<file path="src/verilog/alloc_pkg.sv">
package alloc_pkg;

	localparam int WORD_W     = 32;
	localparam int REG_ADDR_W = 5;
	localparam int FRC_W      = 64;

	// Instruction size that a PCR read takes off the previous PC
	localparam logic [WORD_W-1:0] PC_STEP = 32'd4;

	// System register indices
	localparam logic [REG_ADDR_W-1:0] SYSREG_SPR   = 5'd0;
	localparam logic [REG_ADDR_W-1:0] SYSREG_PSR   = 5'd1;
	localparam logic [REG_ADDR_W-1:0] SYSREG_IDTR  = 5'd2;
	localparam logic [REG_ADDR_W-1:0] SYSREG_PPSR  = 5'd3;
	localparam logic [REG_ADDR_W-1:0] SYSREG_PCR   = 5'd4;
	localparam logic [REG_ADDR_W-1:0] SYSREG_FRCLR = 5'd5;
	localparam logic [REG_ADDR_W-1:0] SYSREG_FRCHR = 5'd6;
	localparam logic [REG_ADDR_W-1:0] SYSREG_FRCR  = 5'd7;

	typedef struct packed {
		logic [24:0] upper;
		logic [1:0]  mode;
		logic [1:0]  mid;
		logic        irq_en;
		logic [1:0]  low;
	} psr_fields_t;

	// Raw word for writeback, fields for interrupt entry
	typedef union packed {
		logic [WORD_W-1:0] raw;
		psr_fields_t       fields;
	} psr_word_u;

endpackage

</file>
<file path="src/verilog/frc_timer.sv">
`timescale 1ns/1ps

module frc_timer (
	input  logic                        iCLOCK,
	input  logic                        inRESET,
	input  logic                        frc_load,
	input  logic [alloc_pkg::FRC_W-1:0] frc_load_value,
	output logic [alloc_pkg::FRC_W-1:0] frc_count
);
	import alloc_pkg::*;

	always_ff @(posedge iCLOCK or negedge inRESET) begin
		if (!inRESET) begin
			frc_count <= '0;
		end
		else if (frc_load) begin
			frc_count <= frc_load_value;
		end
		else begin
			frc_count <= frc_count + FRC_W'(1);
		end
	end

	// Software load lands exactly on the next edge
	a_load_lands: assert property (
		@(posedge iCLOCK) disable iff (!inRESET)
		frc_load |=> frc_count == $past(frc_load_value)
	);

endmodule

</file>
<file path="config.mk">
export PLATFORM = sky130hd
export DESIGN_NAME = frc_timer
export DESIGN_NICKNAME = d
export VERILOG_FILES = /design/src/verilog/alloc_pkg.sv /design/src/verilog/frc_timer.sv
export SDC_FILE = /design/constraint.sdc
export NUM_CORES = 1
export LEC_CHECK = 0
export BUFFER_PORTS_ARGS = -buffer_cell sky130_fd_sc_hd__buf_2
export CORE_MARGIN = 4
export CORE_UTILIZATION = 52
export CTS_BUF_LIST = sky130_fd_sc_hd__clkbuf_4 sky130_fd_sc_hd__clkbuf_8
export DETAILED_ROUTE_END_ITERATION = 8
export PLACE_DENSITY_LB_ADDON = 0.08
export SYNTH_ARGS = -nofsm -noshare
export SYNTH_HDL_FRONTEND = slang
export SYNTH_SLANG_ARGS = --single-unit
export TNS_END_PERCENT = 30
</file>
<file path="constraint.sdc">
create_clock -name iCLOCK -period 3.6 [get_ports iCLOCK]
set_clock_uncertainty 0.2 [all_clocks]
set_input_delay 0.72 -clock iCLOCK [delete_from_list [all_inputs] [get_ports iCLOCK]]
set_output_delay 0.72 -clock iCLOCK [all_outputs]
set_load 0.05 [all_outputs]
</file>
==> results.sh <==
export IMPL_nets=609
export IMPL_final_common_cell="buf_2"
export IMPL_area_growth_pct=24.6
export IMPL_layout_setup_ws_ns=0.779
export IMPL_yosysSeqAreaShare_pct=43.7
export IMPL_dieArea_mm2=0.00845
export IMPL_grt_pass1_vias=3378
export IMPL_cp_max_fo=8
export IMPL_tritoncts="yes"
export IMPL_path_clk_slew_ns=0.07
export IMPL_vias_per_cell=5.53
export IMPL_synth_simple_area_share_pct=29.7
export IMPL_ys_ff_latch=64
export IMPL_fmax_mhz=354
export IMPL_powerDensity_mw_per_mm2=434
export IMPL_slew_viol_final=0
export IMPL_ys_flop_type="dfrtp_1"
export IMPL_post_drt_wl_per_cell_um=15.1
export IMPL_core_area_mm2=0.00683
export IMPL_overflow=0
export IMPL_cts_made_buffers=9
export IMPL_synth_compound_area_share_pct=11.1
export IMPL_ys_types=36
export IMPL_cts_hold_buf=0
export IMPL_largest_reg_flops=64
export IMPL_cts_sinks=64
export IMPL_worstPathArrival_ns=2.89
export IMPL_antenna_cells=0
export IMPL_synth_edf_count=0
export IMPL_critPathSlowestCell="or4_1"
export IMPL_layout_common_cells="129 x buf_2, 66 x nand2_1, 64 x dfrtp_1, 53 x o21ai_0, 28 x xor2_1"
export IMPL_finalCritPeriodShare_pct=78.4
export IMPL_ioPinCount=131
export IMPL_yosys_top_cells_area="dfrtp_1 44%, o21ai_0 7.2%, nand2_1 6.8%, xor2_1 6.7%, nand4_1 4.3%"
export IMPL_htree_levels=3
export IMPL_ir_worst_vdd_mv=0.248
export IMPL_routed_wl_um=9690
export IMPL_rows=30
export IMPL_crit_top_cell="or4_1"
export IMPL_drc=0
export IMPL_synthCells=417
export IMPL_dp_slack_ns=0.787
export IMPL_dpl_hpwl_um=7000
export IMPL_cts_max_path_buffers=2
export IMPL_critPathTopFamily="simple AND/OR/NAND/NOR gates"
export IMPL_hold_violations=0
export IMPL_avgSynthCellArea_um2=8.78
export IMPL_grt_start_max_net_pins=65
export IMPL_start_util_pct=53.6
export IMPL_vias=3550
export IMPL_yosysWarnings=0
export IMPL_clock_root_buffer="clkbuf_8"
export IMPL_globalplace_congestion=0.812
export IMPL_p_leak_nw=2.03
export IMPL_netlist_area_mm2=0.00366
export IMPL_tns_ns=0
export IMPL_synth_mux_area_fraction_pct=1.40
export IMPL_yosys_area_top_type="dfrtp_1"
export IMPL_largest_register="frc_count"
export IMPL_first_iter_violations=178
export IMPL_slowest_delay_ns=0.70
export IMPL_first_pass_iters=4
export IMPL_die_x_um=91.9
export IMPL_maxCapViolations=0
export IMPL_drtAntennaViolNets=0
export IMPL_crit_chain="nand4_1 -> or4_1 -> or4_4 -> or4_1 -> nand3_1"
export IMPL_die_h_um=91.9
export IMPL_slew_headroom_pct=45.1
export IMPL_synth_top_area_share_pct=43.7
export IMPL_synthAdderAreaFrac_pct=0.342
export IMPL_layout_drive_gt1_share_pct=28.9
export IMPL_gr_usage_all_layers_pct=23.4
export IMPL_rsz0062_at_grt="no"
export IMPL_setup_violations_final=0
export IMPL_grt_pass1_wl_um=16100
export IMPL_crit_type="reg -> reg"
export IMPL_p_total_w=0.00198
export IMPL_startpoint_type="flip-flop"
export IMPL_grt_antenna_before_repair=0
export IMPL_outcome="finished clean"
export IMPL_synth_xor_area_share_pct=10.8
export IMPL_io_buffers=130
export IMPL_clk_insertion_delay_late_ns=0.33
export IMPL_cts_repair_resized=0
export IMPL_critPathBufInv=0
export IMPL_cp_end_kind="flip-flop"
export IMPL_hold_path_class="in -> async"
export IMPL_min_period_ns=2.82
export IMPL_required_ns=3.66
export IMPL_postCtsSetupBuffers=0
export IMPL_synth_top_family_by_area="simple AND/OR/NAND/NOR gates"
export IMPL_async_flop_share_pct=100
export IMPL_synth_fp_nets=485
export IMPL_tightest_slew_ns=0.823
export IMPL_largestRegisters="frc_count (64)"
-- cell type report --
type / instances / area (um2)
Clock inverter: 4 / 20.0
Clock buffer: 12 / 153
Sequential cell: 64 / 1600
Multi-Input combinational cell: 326 / 1960
Tap cell: 96 / 120
Timing Repair Buffer: 136 / 698
Fill cell: 622 / 2270
Inverter: 4 / 15.0
-- cell families (layout without fill, tap and decap cells) --
kind of cell,after synthesis,count (layout)
xor gates and xnor gates,45,45
buffers and inverters,27,156
adders and majority gates,1,1
AOI/OAI and AO/OA,72,72
muxes,5,5
DFF,64,64
and+or+nand+nor,203,203
-- power by group --
| group | total (W) | internal (W) | switching (W) |
|---|---|---|---|
| Clock | 0.000548 | 0.000280 | 0.000268 |
| Sequential | 0.000885 | 0.000789 | 0.0000964 |
| Combinational | 0.000546 | 0.000151 | 0.000394 |
-- synthesized netlist by cell type (11+ instances only) --
| cell | n |
|---|---|
| nand2_1 | 66 |
| xnor2_1 | 17 |
| clkbuf_1 | 21 |
| o21ai_0 | 53 |
| nor2_1 | 17 |
| nand3_1 | 24 |
| nand4_1 | 25 |
| dfrtp_1 | 64 |
| xor2_1 | 28 |
| and4_1 | 11 |
| and3_1 | 13 |
-- path summary, 6_finish.rpt --
| path | from | end | slack [ns] | cells past startpoint |
|---|---|---|---|---|
| setup reg to reg | frc_count[27] | frc_count[55] | 0.78 | 5 |
| hold reg to reg | frc_count[0] | frc_count[0] | 0.37 | 1 |
| hold / removal | inRESET | frc_count[42] | 0.34 | 2 |
| setup / recovery | frc_count[27] | frc_count[55] | 0.78 | 5 |
| min in group iCLOCK | frc_count[0] | frc_count[0] | 0.37 | 1 |
| max in group asynchronous | inRESET | frc_count[24] | 2.29 | 2 |
-- per-layer routing --
layer | track usage, % | routed length (um) | up-vias
met1 | 31.6 | 4290 | 1661
met3 | 5.09 | 606 | 14
met4 | 7.30 | 128 | 0
met2 | 37.7 | 4660 | 115
met5 | 0 | 0 | -
li1 | - | - | 1760
-- metrics by stage --
step / cell area [um2] / util (%) / std cells / hold slack [ns]
2_1_floorplan: 3660 / - / 417 / 0.224
3_3_place_gp: 4390 / 64.3 / 626 / 0.323
6_report: 4560 / 66.8 / 642 / 0.336
3_5_place_dp: 4390 / 64.3 / 626 / 0.361
5_1_grt: 4560 / 66.8 / 642 / 0.391
4_1_cts: 4560 / 66.8 / 642 / 0.370
-- worst register-to-register path: stages, from the launching register on --
cell and delay, ns:
dfrtp_1 0.45, nand4_1 0.24, or4_1 0.70, or4_4 0.65, or4_1 0.43, nand3_1 0.10
Power figures use the tool's default switching activity.
