### config.mk
export PLATFORM = sky130hd
export DESIGN_NAME = gpr_file
export DESIGN_NICKNAME = d
export VERILOG_FILES = /design/src/verilog/alloc_pkg.sv /design/src/verilog/gpr_file.sv
export SDC_FILE = /design/constraint.sdc
export NUM_CORES = 2
export LEC_CHECK = 0
export CORE_ASPECT_RATIO = 1.75
export CORE_UTILIZATION = 26
export DETAILED_ROUTE_END_ITERATION = 10
export DONT_BUFFER_PORTS = 1
export HOLD_SLACK_MARGIN = 0.1
export PLACE_DENSITY = 0.35
export SLEW_MARGIN = 20
export SYNTH_ARGS = -nofsm -noshare
export SYNTH_HDL_FRONTEND = slang
export SYNTH_SLANG_ARGS = --single-unit
### constraint.sdc
create_clock -name iCLOCK -period 2.25 [get_ports iCLOCK]
set_input_delay 0.1125 -clock iCLOCK [delete_from_list [all_inputs] [get_ports iCLOCK]]
set_output_delay 0.1125 -clock iCLOCK [all_outputs]
set_load 0.01 [all_outputs]
### src/verilog/alloc_pkg.sv
package alloc_pkg;

	localparam int WORD_W     = 32;
	localparam int REG_ADDR_W = 5;
	localparam int FRC_W      = 64;

	// Instruction size that a PCR read takes off the previous PC
	localparam logic [WORD_W-1:0] PC_STEP = 32'd4;

	// System register indices
	localparam logic [REG_ADDR_W-1:0] SYSREG_SPR   = 5'd0;
	localparam logic [REG_ADDR_W-1:0] SYSREG_PSR   = 5'd1;
	localparam logic [REG_ADDR_W-1:0] SYSREG_IDTR  = 5'd2;
	localparam logic [REG_ADDR_W-1:0] SYSREG_PPSR  = 5'd3;
	localparam logic [REG_ADDR_W-1:0] SYSREG_PCR   = 5'd4;
	localparam logic [REG_ADDR_W-1:0] SYSREG_FRCLR = 5'd5;
	localparam logic [REG_ADDR_W-1:0] SYSREG_FRCHR = 5'd6;
	localparam logic [REG_ADDR_W-1:0] SYSREG_FRCR  = 5'd7;

	typedef struct packed {
		logic [24:0] upper;
		logic [1:0]  mode;
		logic [1:0]  mid;
		logic        irq_en;
		logic [1:0]  low;
	} psr_fields_t;

	// Raw word for writeback, fields for interrupt entry
	typedef union packed {
		logic [WORD_W-1:0] raw;
		psr_fields_t       fields;
	} psr_word_u;

endpackage

### src/verilog/gpr_file.sv
`timescale 1ns/1ps

module gpr_file (
	input  logic                             iCLOCK,
	input  logic                             inRESET,
	input  logic                             wb_valid,
	input  logic                             wb_writeback,
	input  logic                             wb_destination_sysreg,
	input  logic                             event_hold,
	input  logic [alloc_pkg::REG_ADDR_W-1:0] wb_destination,
	input  logic [alloc_pkg::WORD_W-1:0]     wb_data,
	input  logic [alloc_pkg::REG_ADDR_W-1:0] rd0_addr,
	input  logic [alloc_pkg::REG_ADDR_W-1:0] rd1_addr,
	output logic [alloc_pkg::WORD_W-1:0]     rd0_data,
	output logic [alloc_pkg::WORD_W-1:0]     rd1_data
);
	import alloc_pkg::*;

	localparam int DEPTH = 2 ** REG_ADDR_W;

	logic [WORD_W-1:0] regs [DEPTH];
	logic              wr_en;

	// Only general register writebacks, never while events hold the core
	assign wr_en = wb_valid && wb_writeback && !wb_destination_sysreg && !event_hold;

	always_ff @(posedge iCLOCK or negedge inRESET) begin
		if (!inRESET) begin
			for (int i = 0; i < DEPTH; i++) begin
				regs[i] <= '0;
			end
		end
		else if (wr_en) begin
			regs[wb_destination] <= wb_data;
		end
	end

	assign rd0_data = regs[rd0_addr];
	assign rd1_data = regs[rd1_addr];

endmodule

==> out/metrics.csv <==
stage,metric,value,unit
global_routing,overflow,0,
pwr,share_comb_of_total_power,14.3,%
synth,synth_seq_cells,1024,
sta,rsz0062_at_grt,true,
critical_path,crit_path_top_delay_cell,dfrtp_1,
clock_tree,clk_pin_slew,0.06,ns
synth,ys_types,32,
pwr,p_leak,33.49,nW
drt,drt-initial-drc-count,1984,
global_routing,antenna_found_initial,4,
sta,hold_viol_final,0,
sta,tns,-1.691,ns
critical_path,worstSetupEndpointType,output port,
drt,drc_errors,0,
critical_path,worstPathRequired,2.14,ns
sta,finalSetupViolCount,22,
critical_path,path_max_fanout,3,
critical_path,crit_path_start,regs[999]$_DFFE_PN0P_,
floorplan,io_pins,117,
floorplan,die_area,217300,um^2
synth,synth_top_family_by_area,multiplexers,
pwr,totalPowerFinal,46.49,mW
sta,holdWs,0.1615,ns
synth,netlist_area,56000,um^2
final_layout,largest_register_ffs,1024,
floorplan,core,214200,um^2
critical_path,timing.rr.end,regs[334]$_DFFE_PN0P_,
synth,synth_nets,4668,
final_layout,drive_gt1_share,34.91,%
clock_tree,root_buffer,clkbuf_16,
final_layout,top_register,regs,
pwr,p_sw,12.93,mW
global_routing,grtUsageTotal,21.19,%
drt,firstDrtPassIters,5,
placed_design,pre_cts_ws,-0.04401,ns
sta,setup_ws,-0.1624,ns
floorplan,rows,225,
drt,via_per_inst,5.147,
clock_tree,cts_buffers,117,
placed_design,dpl.hpwl,143.3,mm
outcome,status,"finished, violations left",
drt,wl,238.2,mm
final_layout,num-nets-final,4766,
pwr,powerDensity,680.1,nW/um^2
final_layout,top_regs,regs: 1024 flops,
critical_path,cp.depth,7,
floorplan,die_height,615.9,um
critical_path,rrSetupSlack,0.88,ns
run,cap_viol_max_count,0,
synth,ys_seq_area_share,45.76,%
floorplan,die_w,352.8,um
pwr,clkPwrFrac,42.8,%
sta,max_freq,414.5,MHz
clock_tree,clkSinkCount,1024,
final_layout,nFillCells,21560,
drt,postRouteAntennaNets,0,
clock_tree,clockBufferDepth,3,
clock_tree,cts_tree,built,
global_routing,grt_max_degree,513,
clock_tree,htreeDepth,3,
drt,vias,39370,
synth,synth_area_per_cell,12.13,um^2
critical_path,cp.arrival,2.30,ns
pwr,seqPwrFrac,43.0,%
sta,max_slew_margin,37.13,%
synth,synth_compound_area_share,7.007,%
sta,drv_slew,0,
clock_tree,clkLatencyLatePin,0.75,ns
sta,finalCriticalPeriod,2.412,ns
synth,yosys.area_share.adder,0,%
critical_path,critPathLaunchType,register,
sta,tightest_slew,0.9399,ns
critical_path,r2r-start,regs[334]$_DFFE_PN0P_,
critical_path,cpPeakStageDelay,0.41,ns
sta,fin_crit_sh,107.2,%
synth,ys_warn_count,0,
synth,syn_inst,4615,
placed_design,io_buffers,0,
pwr,vdd_drop_max,0.0007305,V
final_layout,syn_to_final_growth,22.07,%
critical_path,critPathCapture,rd1_data[7],
synth,synthMuxAreaShare,38.90,%
placed_design,gp_congestion,0.7432,
pwr,intPower,33.56,mW
min_path,min_path_type,in2async,
synth,synth-simple-area-share,4.370,%
outcome,failed_checks,setup timing,
critical_path,cp_cell_sequence,mux2i_1 -> a22o_1 -> nor3_2 -> a31oi_1 -> buf_4 -> nand3_4 -> buf_6,
drt,post_drt_wl_per_cell,31.14,um
critical_path,cp.buffers_inverters,2,
global_routing,grt_pass1_vias,42380,
global_routing,grt_pass1_wl,332.3,mm
critical_path,path_class,reg2out,
sta,skew,0,ns
critical_path,reg2reg_depth,2,
synth,synth-xor-area-share,0,%
final_layout,final_area,68360,um^2
pwr,swShare,27.81,%
floorplan,start_util,26.14,%
placed_design,dpl-instance-area,61320,um^2
critical_path,crit_family,compound AO/OA/AOI/OAI gates,
-- per-layer routing --
layer | vias to the layer above | wire, um | track usage [%]
li1 | 17270 | - | -
met1 | 21220 | 99580 | 25.71
met2 | 638 | 125900 | 39.29
met3 | 238 | 6987 | 2.447
met4 | 4 | 5676 | 5.168
met5 | - | 26 | 0
-- kinds of logic after synthesis --
family,after synthesis
buf+inv,455
compound gates,576
mux,2048
flops,1024
simple gates,512
-- tightest hold or removal path: stages --
cell           delay (ns)
dlygate4sd3_1        0.62
buf_16               0.25
buf_12               0.25
-- worst min path at each step --
| stage | end | startpoint | slack, ns |
|---|---|---|---|
| finish | regs[225]$_DFFE_PN0P_ | inRESET | 0.16 |
| global route | regs[860]$_DFFE_PN0P_ | wb_destination[2] | 0.14 |
| CTS | regs[846]$_DFFE_PN0P_ | wb_destination[2] | 0.12 |
| detailed placement | regs[147]$_DFFE_PN0P_ | inRESET | 0.02 |
| global placement | regs[147]$_DFFE_PN0P_ | inRESET | 0.02 |
| floorplan | regs[0]$_DFFE_PN0P_ | inRESET | -0.18 |
-- through the flow --
step,util (%),instances
after floorplan,-,4615
after global placement,28.62,7325
after detailed placement,28.62,7325
after CTS,31.46,7621
after global routing,31.91,7648
final,31.91,7649
-- synthesized netlist by cell type, drive strengths merged --
library cell,n,share of area (%)
a21oi,192,1.7
a22o,128,2.0
a22oi,192,2.6
a31oi,64,0.71
and2,3,0.034
and2b,1,0.013
and3,2,0.022
and3b,2,0.031
and4bb,1,0.022
buf,253,2.6
clkbuf,202,1.4
dfrtp,1024,46
mux2,1024,21
mux2i,1024,18
nand2,220,1.6
nand2b,5,0.060
nand3,192,1.7
nor2,4,0.031
nor2b,10,0.11
nor3,66,0.62
nor3b,3,0.067
nor4,1,0.038
or2,2,0.022
-- area by class of cell --
cell class	count	area, um^2	area share [%]
tap	2837	3550	5.193
timing repair buffer	434	5734	8.389
multi-input combinational	3136	29580	43.27
antenna	2	5.005	0.007321
clock inverter	37	404.1	0.5912
sequential	1024	25620	37.49
clock buffer	179	3463	5.066
-- power groups by stage --
stage	clock network, mW	registers (mW)	logic, mW
floorplan	0	20.1	3.41
global placement	0	20.3	5.20
detailed placement	0	20.3	5.21
CTS	20.6	20.0	6.05
global route	21.2	20.1	7.10
finish	19.9	20.0	6.64
-- what timing repair did --
action,in CTS,in global routing
pin swaps,95,82
gates cloned,0,16
setup buffers,1,5
resized for setup,204,57
hold endpoints to repair,2048,32
setup endpoints to repair,59,75
hold buffers,86,1
-- layout by cell type (no fill, tap or decap), types with 4 or more instances in the layout --
cell / n
mux2i_1: 1024
dfrtp_1: 1024
mux2_2: 917
nand2_1: 194
a22oi_1: 192
a21oi_1: 192
buf_4: 163
nand3_1: 139
buf_12: 134
clkbuf_16: 133
a22o_1: 128
mux2_1: 107
buf_6: 57
dlygate4sd3_1: 53
nor3_2: 35
clkbuf_1: 34
nand3_2: 33
clkbuf_8: 26
a31oi_2: 25
clkinv_2: 24
nand2_4: 22
nand3_4: 20
a31oi_1: 20
a31oi_4: 19
nor3_4: 16
nor3_1: 15
nor2b_4: 10
buf_16: 10
bufinv_16: 8
nand2b_2: 5
inv_6: 5
nand2_2: 4
(Power assumes the default switching activity.)
