$ cat src/verilog/alloc_pkg.sv
package alloc_pkg;

	localparam int WORD_W     = 32;
	localparam int REG_ADDR_W = 5;
	localparam int FRC_W      = 64;

	// Instruction size that a PCR read takes off the previous PC
	localparam logic [WORD_W-1:0] PC_STEP = 32'd4;

	// System register indices
	localparam logic [REG_ADDR_W-1:0] SYSREG_SPR   = 5'd0;
	localparam logic [REG_ADDR_W-1:0] SYSREG_PSR   = 5'd1;
	localparam logic [REG_ADDR_W-1:0] SYSREG_IDTR  = 5'd2;
	localparam logic [REG_ADDR_W-1:0] SYSREG_PPSR  = 5'd3;
	localparam logic [REG_ADDR_W-1:0] SYSREG_PCR   = 5'd4;
	localparam logic [REG_ADDR_W-1:0] SYSREG_FRCLR = 5'd5;
	localparam logic [REG_ADDR_W-1:0] SYSREG_FRCHR = 5'd6;
	localparam logic [REG_ADDR_W-1:0] SYSREG_FRCR  = 5'd7;

	typedef struct packed {
		logic [24:0] upper;
		logic [1:0]  mode;
		logic [1:0]  mid;
		logic        irq_en;
		logic [1:0]  low;
	} psr_fields_t;

	// Raw word for writeback, fields for interrupt entry
	typedef union packed {
		logic [WORD_W-1:0] raw;
		psr_fields_t       fields;
	} psr_word_u;

endpackage

$ cat src/verilog/sysreg_bank.sv
`timescale 1ns/1ps

module sysreg_bank #(
	parameter logic [alloc_pkg::WORD_W-1:0] SPR_INIT = 32'h0000_F000
) (
	input  logic                             iCLOCK,
	input  logic                             inRESET,
	input  logic                             event_hold,
	input  logic                             event_irq_entry,
	input  logic                             event_irq_return,
	input  logic                             event_pcr_set,
	input  logic [alloc_pkg::WORD_W-1:0]     event_pcr,
	input  logic                             wb_valid,
	input  logic                             wb_writeback,
	input  logic                             wb_destination_sysreg,
	input  logic [alloc_pkg::REG_ADDR_W-1:0] wb_destination,
	input  logic [alloc_pkg::WORD_W-1:0]     wb_data,
	input  logic [alloc_pkg::WORD_W-1:0]     wb_pc,
	input  logic [alloc_pkg::WORD_W-1:0]     prev_pc,
	input  logic [alloc_pkg::REG_ADDR_W-1:0] sys0_addr,
	input  logic [alloc_pkg::REG_ADDR_W-1:0] sys1_addr,
	output logic [alloc_pkg::WORD_W-1:0]     sys0_data,
	output logic [alloc_pkg::WORD_W-1:0]     sys1_data,
	output logic [alloc_pkg::WORD_W-1:0]     psr,
	output logic [alloc_pkg::WORD_W-1:0]     ppsr,
	output logic [alloc_pkg::WORD_W-1:0]     idtr,
	output logic [alloc_pkg::WORD_W-1:0]     pcr,
	output logic [alloc_pkg::WORD_W-1:0]     spr,
	output logic                             frc_load,
	output logic [alloc_pkg::FRC_W-1:0]      frc_load_value
);
	import alloc_pkg::*;

	psr_word_u         psr_q;
	logic [WORD_W-1:0] ppsr_q;
	logic [WORD_W-1:0] idtr_q;
	logic [WORD_W-1:0] spr_q;
	logic [WORD_W-1:0] pcr_q;
	logic [WORD_W-1:0] frclr_q;
	logic [WORD_W-1:0] frchr_q;
	logic              sys_wr;

	assign sys_wr = wb_valid && wb_writeback && wb_destination_sysreg && !event_hold;

	always_ff @(posedge iCLOCK or negedge inRESET) begin
		if (!inRESET) begin
			psr_q   <= '0;
			ppsr_q  <= '0;
			idtr_q  <= '0;
			spr_q   <= SPR_INIT;
			pcr_q   <= '0;
			frclr_q <= '0;
			frchr_q <= '0;
		end
		else begin
			// Interrupt entry masks and drops to mode 0
			if (event_irq_entry) begin
				psr_q.fields.mode   <= 2'b00;
				psr_q.fields.irq_en <= 1'b0;
				ppsr_q              <= psr_q.raw;
			end
			else if (event_irq_return) begin
				psr_q.raw <= ppsr_q;
			end
			else if (sys_wr) begin
				case (wb_destination)
					SYSREG_PSR:   psr_q.raw <= wb_data;
					SYSREG_PPSR:  ppsr_q    <= wb_data;
					default:      ;
				endcase
			end
			if (sys_wr) begin
				case (wb_destination)
					SYSREG_SPR:   spr_q   <= wb_data;
					SYSREG_IDTR:  idtr_q  <= wb_data;
					SYSREG_FRCLR: frclr_q <= wb_data;
					SYSREG_FRCHR: frchr_q <= wb_data;
					default:      ;
				endcase
			end
			// Event set wins, else track the retiring PC
			if (event_pcr_set) begin
				pcr_q <= event_pcr;
			end
			else if (wb_valid && !event_hold) begin
				pcr_q <= wb_pc;
			end
		end
	end

	function automatic logic [WORD_W-1:0] read_sysreg(input logic [REG_ADDR_W-1:0] idx);
		case (idx)
			SYSREG_SPR:   return spr_q;
			SYSREG_PSR:   return psr_q.raw;
			SYSREG_IDTR:  return idtr_q;
			SYSREG_PPSR:  return ppsr_q;
			SYSREG_PCR:   return prev_pc - PC_STEP;
			SYSREG_FRCLR: return frclr_q;
			SYSREG_FRCHR: return frchr_q;
			default:      return '0;
		endcase
	endfunction

	always_comb begin
		sys0_data = read_sysreg(sys0_addr);
		sys1_data = read_sysreg(sys1_addr);
	end

	// Writing FRCR copies both halves into the timer
	assign frc_load       = sys_wr && (wb_destination == SYSREG_FRCR);
	assign frc_load_value = {frchr_q, frclr_q};

	assign psr  = psr_q.raw;
	assign ppsr = ppsr_q;
	assign idtr = idtr_q;
	assign pcr  = pcr_q;
	assign spr  = spr_q;

	a_irq_exclusive: assert property (
		@(posedge iCLOCK) disable iff (!inRESET)
		!(event_irq_entry && event_irq_return)
	);

endmodule
$ cat config.mk
export PLATFORM = sky130hd
export DESIGN_NAME = sysreg_bank
export DESIGN_NICKNAME = d
export VERILOG_FILES = /design/src/verilog/alloc_pkg.sv /design/src/verilog/sysreg_bank.sv
export SDC_FILE = /design/constraint.sdc
export NUM_CORES = 1
export LEC_CHECK = 0
export BUFFER_PORTS_ARGS = -buffer_cell sky130_fd_sc_hd__buf_2
export CAP_MARGIN = 20
export CELL_PAD_IN_SITES_DETAIL_PLACEMENT = 2
export CELL_PAD_IN_SITES_GLOBAL_PLACEMENT = 2
export CORE_MARGIN = 2
export CORE_UTILIZATION = 33
export DETAILED_ROUTE_END_ITERATION = 10
export HOLD_SLACK_MARGIN = 0.1
export PLACE_DENSITY_LB_ADDON = 0.1
export RECOVER_POWER = 100
export SLEW_MARGIN = 25
export SYNTH_ARGS = -nofsm -noshare
export SYNTH_HDL_FRONTEND = slang
export SYNTH_SLANG_ARGS = --single-unit
export TNS_END_PERCENT = 20
$ cat constraint.sdc
create_clock -name iCLOCK -period 2.5 [get_ports iCLOCK]
set_clock_uncertainty 0.15 [all_clocks]
set_input_delay 0.125 -clock iCLOCK [delete_from_list [all_inputs] [get_ports iCLOCK]]
set_output_delay 0.125 -clock iCLOCK [all_outputs]
set_load 0.01 [all_outputs]
==> results.yml, run 1 <==
die:
  start_util_pct: 33.48
  ioPinCount: 441
  die_h_um: 199.5
  rows: 71
  die_w_um: 199.5
  fp.coreArea_um2: 37670
  dieArea_um2: 39800
cts:
  clock_path_buffers: 3
  cts_buffers: 28
  cts.sinks: 224
  cts_tree: "built"
  cts_max_level: 1
  root_buffer: "clkbuf_16"
  clk_latency_ns: 0.56
  clk_pin_slew_ns: 0.06
placement:
  place_inst: 2126
  port_buffers: 440
  gp_congestion: 0.8506
  dpl.hpwl_mm: 45.44
sta:
  fmax_ghz: 0.4057
  fin_crit_ns: 2.465
  post-route-period-util_pct: 98.60
  worstMarginPinSlew_ns: 1.031
  final-setup-viol-count: 0
  final_hold_viol_count: 0
  hold_ws_ns: 0.1886
  rsz0062_at_grt: "yes"
  fin_tns_setup_ns: 0
  drv_slew: 0
  relSlewSlack_pct: 31.27
logic_synthesis:
  yosysWarnings: 0
  synth_top_family_by_area: "multiplexers"
  syn-num-nets: 1341
  synth-async-reset-ratio_pct: 100.0
  synth_edf_count: 0
  netlist-cell-type-count: 63
  synth_mux_area_share_pct: 22.83
  synth_fa_ha_area_share_pct: 0.09921
  ys_ff_latch: 224
  syn_area_per_cell_um2: 10.62
  netlist_area_um2: 12610
  synthCells: 1188
  yosysSeqAreaShare_pct: 44.48
  synth_xor_area_share_pct: 1.875
  synth_top_flop_cell: "dfrtp_1"
  synthSimpleGateAreaFrac_pct: 10.07
  synth_compound_area_share_pct: 17.05
final_layout:
  fin_cells: 2286
  final_cell_mix: "clkbuf_1, dfrtp_1, buf_2, mux2_2, o21ai_0"
  layout_commonest_cell: "clkbuf_1"
  drive_above_1_share_pct: 26.54
  syn2layout_area_growth_pct: 38.43
  nets: 1903
setup_path:
  path_class: "primary input to primary output"
  rrSetupSlack_ns: 0.96
  critPathMaxFanout: 9
  reg2reg_depth: 3
  reg2reg_from: "pcr[30]$_DFFE_PN0P_"
  start_kind: "primary input"
  worst_setup_path_end_kind: "primary output"
  cp.arrival_ns: 2.19
  cp_data_required_time_ns: 2.23
  r2r-end: "pcr[30]$_DFFE_PN0P_"
pwr:
  powerDensity_nw_per_um2: 602.8
  peakVddDrop_v: 0.0004838
  leakage_nw: 7.837
detailed_routing:
  first_pass_iters: 6
  routed_wl_mm: 68.26
  post-route-drc-count: 0
  ant_nets: 0
  vias: 13300
  via_per_inst: 5.818
  drt-initial-drc-count: 976
  wl_per_cell_um: 29.86
run_status:
  status: "complete, no violations"
grt:
  grt_pass1_vias: 14580
  gr-total-overflow: 0
  grt_pass1_wl_mm: 98.61
  antenna_found_initial: 5
  grt_usage_pct: 33.74
  grt_max_degree: 66
hold_path:
  min_to: "pcr[8]$_DFFE_PN0P_"
  hold_start: "wb_valid"
  hold_depth: 5
  hold_class: "primary input to flip-flop"
run:
  maxCapViolCount: 0
## worst max path at each step
stage	start	slack, ns	end
floorplan	prev_pc[2]	0.65	sys0_data[20]
global placement	prev_pc[2]	0.1	sys0_data[30]
detailed placement	prev_pc[2]	0.06	sys0_data[30]
CTS	prev_pc[2]	0.05	sys0_data[30]
global route	ppsr[20]$_DFFE_PN0P_	-0.02	sys0_data[20]
finish	prev_pc[8]	0.03	sys0_data[31]
## metal layers
layer	share of wire, %	global-route usage, %	routed length [µm]	up-vias
met1	39	41.80	26840	6889
met3	7.6	6.886	5179	144
met4	4.1	14.29	2811	2
li1	-	-	-	5599
met5	0.012	0	8	-
met2	49	57.01	33420	665
## cell type report
type | count | area [µm²]
inverter | 5 | 18.77
clock buffer | 49 | 910.9
multi-input combinational | 866 | 6618
sequential | 224 | 5610
timing repair buffer | 625 | 3617
tap | 511 | 639.4
clock inverter | 2 | 35.03
fill | 4143 | 20210
antenna | 4 | 10.01
## state kept, by name (all words and copies together) (netlist names)
name     cells
pcr         32
psr         32
spr         32
frchr_q     32
idtr        32
ppsr        32
frclr_q     32
## logic make-up (layout without fill, tap and decap cells)
family	count (synthesis)	in the layout
other	0	4
AO/OA/AOI/OAI	323	323
XOR/XNOR	27	27
buffers and inverters	98	681
adder cells (fa/ha/maj)	1	1
multiplexers	262	262
AND/OR/NAND/NOR	253	253
flip-flops	224	224
## report_power, final
part	switching [mW]	internal, mW	leakage [nW]
logic	1.13	0.757	4.43
clock network	1.70	2.54	0.465
registers	0.460	3.94	2.94
## Yosys cell counts, types with 3 or more instances
master       n  area [µm²]
o2111ai_1    4       35.03
a211o_1      4       35.03
clkbuf_1    45       168.9
mux2i_1    120        1201
nand2_1    119       446.7
and3_1      21       131.4
nor4_1       5       31.28
o22ai_1      4       25.02
a221o_1      5       50.05
dfrtp_1    220        5505
nand4b_1     4       35.03
o21ai_0    128       640.6
buf_6        4       45.04
xor2_1      21       183.9
buf_4        4       30.03
nor2_2       3       18.77
o211ai_1    14       105.1
nor4_2       3       37.54
a22o_1       9       78.83
dfstp_2      4       105.1
o21ai_1      8       40.04
xnor2_1      6       52.55
or3_1        4       25.02
a221oi_1    10       87.58
a222oi_1    15       150.1
mux2_2     135        1520
a211oi_1     5       37.54
nor3_1      11       55.05
buf_2       30       150.1
mux4_2       7       157.7
and2_1       8       50.05
nand3_1     18       90.09
nand4_1      5       31.28
buf_1        8       30.03
a21oi_1     15       75.07
nor2_1      31       116.4
a22oi_1     93       698.2
inv_1        5       18.77
nor2b_1      3       18.77
## worst max-delay path: stages
cell and delay, ns:
buf_2 0.13, nor4_2 0.41, clkbuf_1 0.21, and2_0 0.15, clkbuf_2 0.28, nand3_1 0.18
xor2_1 0.20, o21ai_1 0.29, clkbuf_2 0.20
## through the flow
step,power [mW],utilization [%],setup WS [ns],cell area [µm²]
floorplan,5.079,-,0.6518,12610
global placement,6.112,42.27,0.09716,15920
detailed placement,6.197,42.27,0.06463,15920
CTS,10.57,47.57,0.04654,17920
global route,10.91,46.35,-0.01997,17460
finish,10.53,46.35,0.03489,17460
## timing repair
action                                 4_1_cts  5_1_grt
endpoints found under the hold margin      448        0
gates resized for setup                      0        2
setup buffers                                0        0
setup endpoints to repair                    0        9
hold buffers                               105        0
(Power assumes the default switching activity.)
==> run 2, diff against run 1 <==
Settings changed: BUFFER_PORTS_ARGS -buffer_cell sky130_fd_sc_hd__buf_2 to -buffer_cell sky130_fd_sc_hd__clkbuf_2, CORE_UTILIZATION 33 to 28, CTS_CLUSTER_SIZE set to 20.
Clock period 2.5 ns to 2 ns, I/O delays scaled along.
==> run 2 against run 1 <==
Net effect:
- the run now ends with setup timing left
- critical path depth is 5 lower
- global-route usage is 4.0 points lower
- total power is 32% higher
- highest routed layer unchanged
==> results.yml, run 2 (synthesis results as in run 1) <==
final_layout:
  final_cell_mix: "clkbuf_1, dfrtp_1, clkbuf_2, buf_4, dlygate4sd3_1"
  postLayoutCoreUtil_pct: 43.71
  drive_above_1_share_pct: 35.41
  layout_commonest_cell: "clkbuf_1"
  syn2layout_area_growth_pct: 53.58
  final_cell_area_um2: 19370
  nets: 2053
  fin_cells: 2519
placement:
  place_area_um2: 16870
  port_buffers: 440
  gp_congestion: 0.8433
  place_inst: 2291
  dpl_worst_slack_ns: -0.4073
  dpl.hpwl_mm: 48.50
detailed_routing:
  drt-initial-drc-count: 803
  ant_nets: 0
  wl_per_cell_um: 28.22
  vias: 13690
  post-route-drc-count: 0
  via_per_inst: 5.433
  routed_wl_mm: 71.08
  first_pass_iters: 8
setup_path:
  start_kind: "flip-flop"
  path_class: "flip-flop to primary output"
  cp.arrival_ns: 2.05
  worst_setup_path_end_kind: "primary output"
  critPathMaxFanout: 2
  cp_data_required_time_ns: 1.75
cts:
  cts_buffers: 29
  cts_tree: "built"
  clk_pin_slew_ns: 0.06
  root_buffer: "clkbuf_16"
  cts.sinks: 224
  clock_path_buffers: 3
  clk_latency_ns: 0.58
  cts_max_level: 1
sta:
  post-route-period-util_pct: 115.0
  relSlewSlack_pct: 45.34
  fin_tns_setup_ns: -4.302
  fmax_ghz: 0.4347
  worstMarginPinSlew_ns: 0.8199
  hold_ws_ns: 0.2051
  drv_slew: 0
  rsz0062_at_grt: "yes"
  fin_ws_ns: -0.3006
  fin_crit_ns: 2.301
  final_hold_viol_count: 0
  final-setup-viol-count: 49
run:
  maxCapViolCount: 0
grt:
  antenna_found_initial: 6
  gr-total-overflow: 0
  grt_max_degree: 62
  grt_pass1_wl_mm: 104.1
  grt_usage_pct: 29.72
  grt_pass1_vias: 15410
hold_path:
  hold_class: "primary input to flip-flop"
pwr:
  power.total_mw: 13.86
  leakage_nw: 8.899
  peakVddDrop_v: 0.0004097
  powerDensity_nw_per_um2: 715.4
die:
  start_util_pct: 28.46
  fp.coreArea_um2: 44320
  rows: 77
  die_w_um: 216.2
  ioPinCount: 441
  dieArea_um2: 46760
  die_h_um: 216.2
run_status:
  status: "finished, violations left"
  violations: "setup timing"
-- run 2: timing repair --
item | in CTS | in global routing
hold buffers | 137 | 0
hold endpoints to repair | 448 | 0
setup buffers | 19 | 15
pin swaps | 26 | 22
setup endpoints to repair | 59 | 80
resized for setup | 67 | 67
-- run 2: critical path, cell delays in order (launching register included) --
cell	delay [ns]
dfrtp_1	0.38
mux4_2	0.48
a222oi_1	0.28
o21ai_1	0.18
clkbuf_2	0.17
-- run 2: final timing paths --
check / depth (start not counted) / startpoint / slack (ns) / endpoint
max in group asynchronous: 4 / inRESET / 0.08 / idtr[8]$_DFFE_PN0P_
hold / removal: 5 / wb_destination[0] / 0.21 / psr[5]$_DFFE_PN0P_
min in group asynchronous: 3 / inRESET / 0.58 / idtr[12]$_DFFE_PN0P_
setup reg to reg: 3 / pcr[12]$_DFFE_PN0P_ / 0.47 / pcr[12]$_DFFE_PN0P_
setup / recovery: 4 / idtr[22]$_DFFE_PN0P_ / -0.30 / sys0_data[22]
hold reg to reg: 1 / spr[24]$_DFFE_PN0P_ / 0.40 / spr[24]$_DFFE_PN0P_
-- run 2: layer usage --
metal	vias to the layer above	share of wire, %	wire (µm)	global-route usage, %
met3	131	5.2	3706	5.039
li1	5911	-	-	-
met4	4	3.0	2156	9.292
met1	7138	41	29410	37.30
met5	-	0.038	27	0
met2	501	50	35780	51.99
-- run 2: cell type report --
cell class,count,area [µm²]
Multi-Input combinational cell,866,6920
Sequential cell,224,5617
Clock inverter,12,143.9
Timing Repair Buffer,774,5055
Tap cell,592,740.7
Antenna cell,4,10.01
Fill cell,4793,24950
Inverter,5,18.77
Clock buffer,42,864.6
-- run 2: power by group --
part | total (mW) | internal [mW] | switching (mW)
Clock | 5.62 | 3.37 | 2.24
Combinational | 2.84 | 1.24 | 1.60
Sequential | 5.40 | 4.92 | 0.475
==> run 3, diff against run 2 <==
Settings changed: CORE_UTILIZATION 28 to 25.
==> run 3 against run 2 <==
Net effect:
- the run still ends with setup timing left
- core utilization is 4.8 points lower
- clock power down 3%
- flip-flop and latch count is the same
- critical endpoint is now sys0_data[23]
- via count is 0.89% lower
- first-iteration DRC count is 15% lower
- setup slack improved by 0.0025 ns
==> results.yml, run 3 (synthesis results as in run 1) <==
die:
  dieArea_um2: 52260
  fp.coreArea_um2: 49970
  start_util_pct: 25.24
  rows: 82
  ioPinCount: 441
  die_h_um: 228.6
  die_w_um: 228.6
final_layout:
  final_cell_mix: "clkbuf_2, clkbuf_1, dfrtp_1, buf_4, dlygate4sd3_1"
  multi_input_area_um2: 6885
  nets: 2068
  layout_commonest_cell: "clkbuf_2"
  final_cell_area_um2: 19460
  regArea_um2: 5618
  syn2layout_area_growth_pct: 54.33
  drive_above_1_share_pct: 35.88
  fillers: 5502
pwr:
  power.total_mw: 13.69
  netSwitchingFraction_pct: 30.65
  peakVddDrop_v: 0.0006101
  share_comb_of_total_power_pct: 20.9
  p_int_mw: 9.495
  power.switching_mw: 4.195
  leakage_nw: 8.927
  seqPwrFrac_pct: 39.4
  pwr-share-clk_pct: 39.7
  powerDensity_nw_per_um2: 703.4
detailed_routing:
  wl_per_cell_um: 27.69
  post-route-drc-count: 0
  ant_nets: 0
  first_pass_iters: 7
  vias: 13560
  drt-initial-drc-count: 679
  via_per_inst: 5.191
  routed_wl_mm: 72.34
setup_path:
  path_class: "flip-flop to primary output"
  cp.arrival_ns: 2.05
  worst_setup_path_end_kind: "primary output"
  start_kind: "flip-flop"
  reg2reg_from: "idtr[23]$_DFFE_PN0P_"
  critPathMaxFanout: 2
  cp_data_required_time_ns: 1.75
  rrSetupSlack_ns: 0.39
  cp-startpoint: "ppsr[23]$_DFFE_PN0P_"
run_status:
  status: "finished, violations left"
  violations: "setup timing"
placement:
  place_area_um2: 17060
  gp_congestion: 0.8428
  dpl.hpwl_mm: 50.26
  port_buffers: 440
sta:
  relSlewSlack_pct: 38.03
  post-route-period-util_pct: 114.9
  rsz0062_at_grt: "yes"
  final-setup-viol-count: 45
  fin_crit_ns: 2.298
  fin_ws_ns: -0.2980
  worstMarginPinSlew_ns: 0.9296
  drv_slew: 0
  final_hold_viol_count: 0
  fmax_ghz: 0.4352
cts:
  cts.sinks: 224
  clock_path_buffers: 3
  clk_pin_slew_ns: 0.06
  cts_buffers: 29
  root_buffer: "clkbuf_16"
  cts_tree: "built"
  cts_max_level: 1
  clk_latency_ns: 0.56
grt:
  grt_pass1_wl_mm: 106.5
  grt_usage_pct: 27.08
  antenna_found_initial: 8
  grt_pass1_vias: 15280
  grt_max_degree: 65
  gr-total-overflow: 0
hold_path:
  hold_start: "wb_destination[0]"
  hold_class: "primary input to flip-flop"
run:
  maxCapViolCount: 0
run 3: cell types whose count changed in the layout (fill, tap and decap cells not counted), moves of 4 or more:
cell / change
buf_12: -4
buf_2: -7
buf_4: +20
clkbuf_2: +14
mux2_1: -4
mux2_2: +6
o21ai_0: +5
o21ai_2: -5
run 3: path summary, 6_finish.rpt:
check                                          to  cells past startpoint
setup / recovery                    sys0_data[23]                      4
hold / removal                idtr[0]$_DFFE_PN0P_                      6
setup reg to reg             idtr[23]$_DFFE_PN0P_                      3
hold reg to reg            frchr_q[6]$_DFFE_PN0P_                      1
max in group asynchronous     spr[25]$_DFFE_PN0P_                      4
min in group asynchronous    idtr[20]$_DFFE_PN0P_                      4
run 3: stage by stage:
step	setup TNS (ns)	utilization [%]	cells	worst slack (ns)	hold slack (ns)
2_1_floorplan	0	-	1188	0.2018	-0.3456
6_report	-4.134	38.95	2613	-0.2980	0.1761
3_3_place_gp	-2.428	34.14	2388	-0.3036	-0.1346
5_1_grt	-17.11	38.95	2612	-0.3803	0.1606
4_1_cts	-4.508	39.46	2592	-0.3590	0.1003
3_5_place_dp	-3.327	34.14	2388	-0.3365	-0.1294
run 3: routing by layer:
layer	wire (µm)	global-route usage (%)	up-vias
li1	-	-	5949
met1	30520	33.96	7113
met2	36520	48.18	406
met3	3788	4.978	93
met4	1509	5.964	2
met5	13	0	-
run 3: worst max-delay path, cell delays in order (launching register included):
cell and delay (ns):
dfrtp_1 0.38, mux4_2 0.47, a222oi_1 0.37, o21ai_1 0.12, clkbuf_2 0.15
run 3: power groups by stage:
stage          clock network (mW)  logic, mW  registers [mW]
2_1_floorplan                   0      0.825            5.52
3_3_place_gp                    0       2.46            5.45
3_5_place_dp                    0       2.52            5.47
4_1_cts                      5.55       2.92            5.38
5_1_grt                      5.74       3.09            5.45
6_report                     5.44       2.86            5.39
run 3: repair_timing:
action | in CTS | in global routing
setup buffers | 16 | 14
setup endpoints to repair | 56 | 72
hold endpoints to repair | 448 | 0
hold buffers | 138 | 0
pin swaps | 20 | 20
resized for setup | 59 | 57
run 3: area by class of cell:
type,instances,area share [%]
clock inverter,7,0.5850
timing repair buffer,789,26.26
clock buffer,43,4.410
sequential,224,28.86
multi-input combinational,866,35.38
antenna,7,0.09000
tap,672,4.320
inverter,5,0.09643
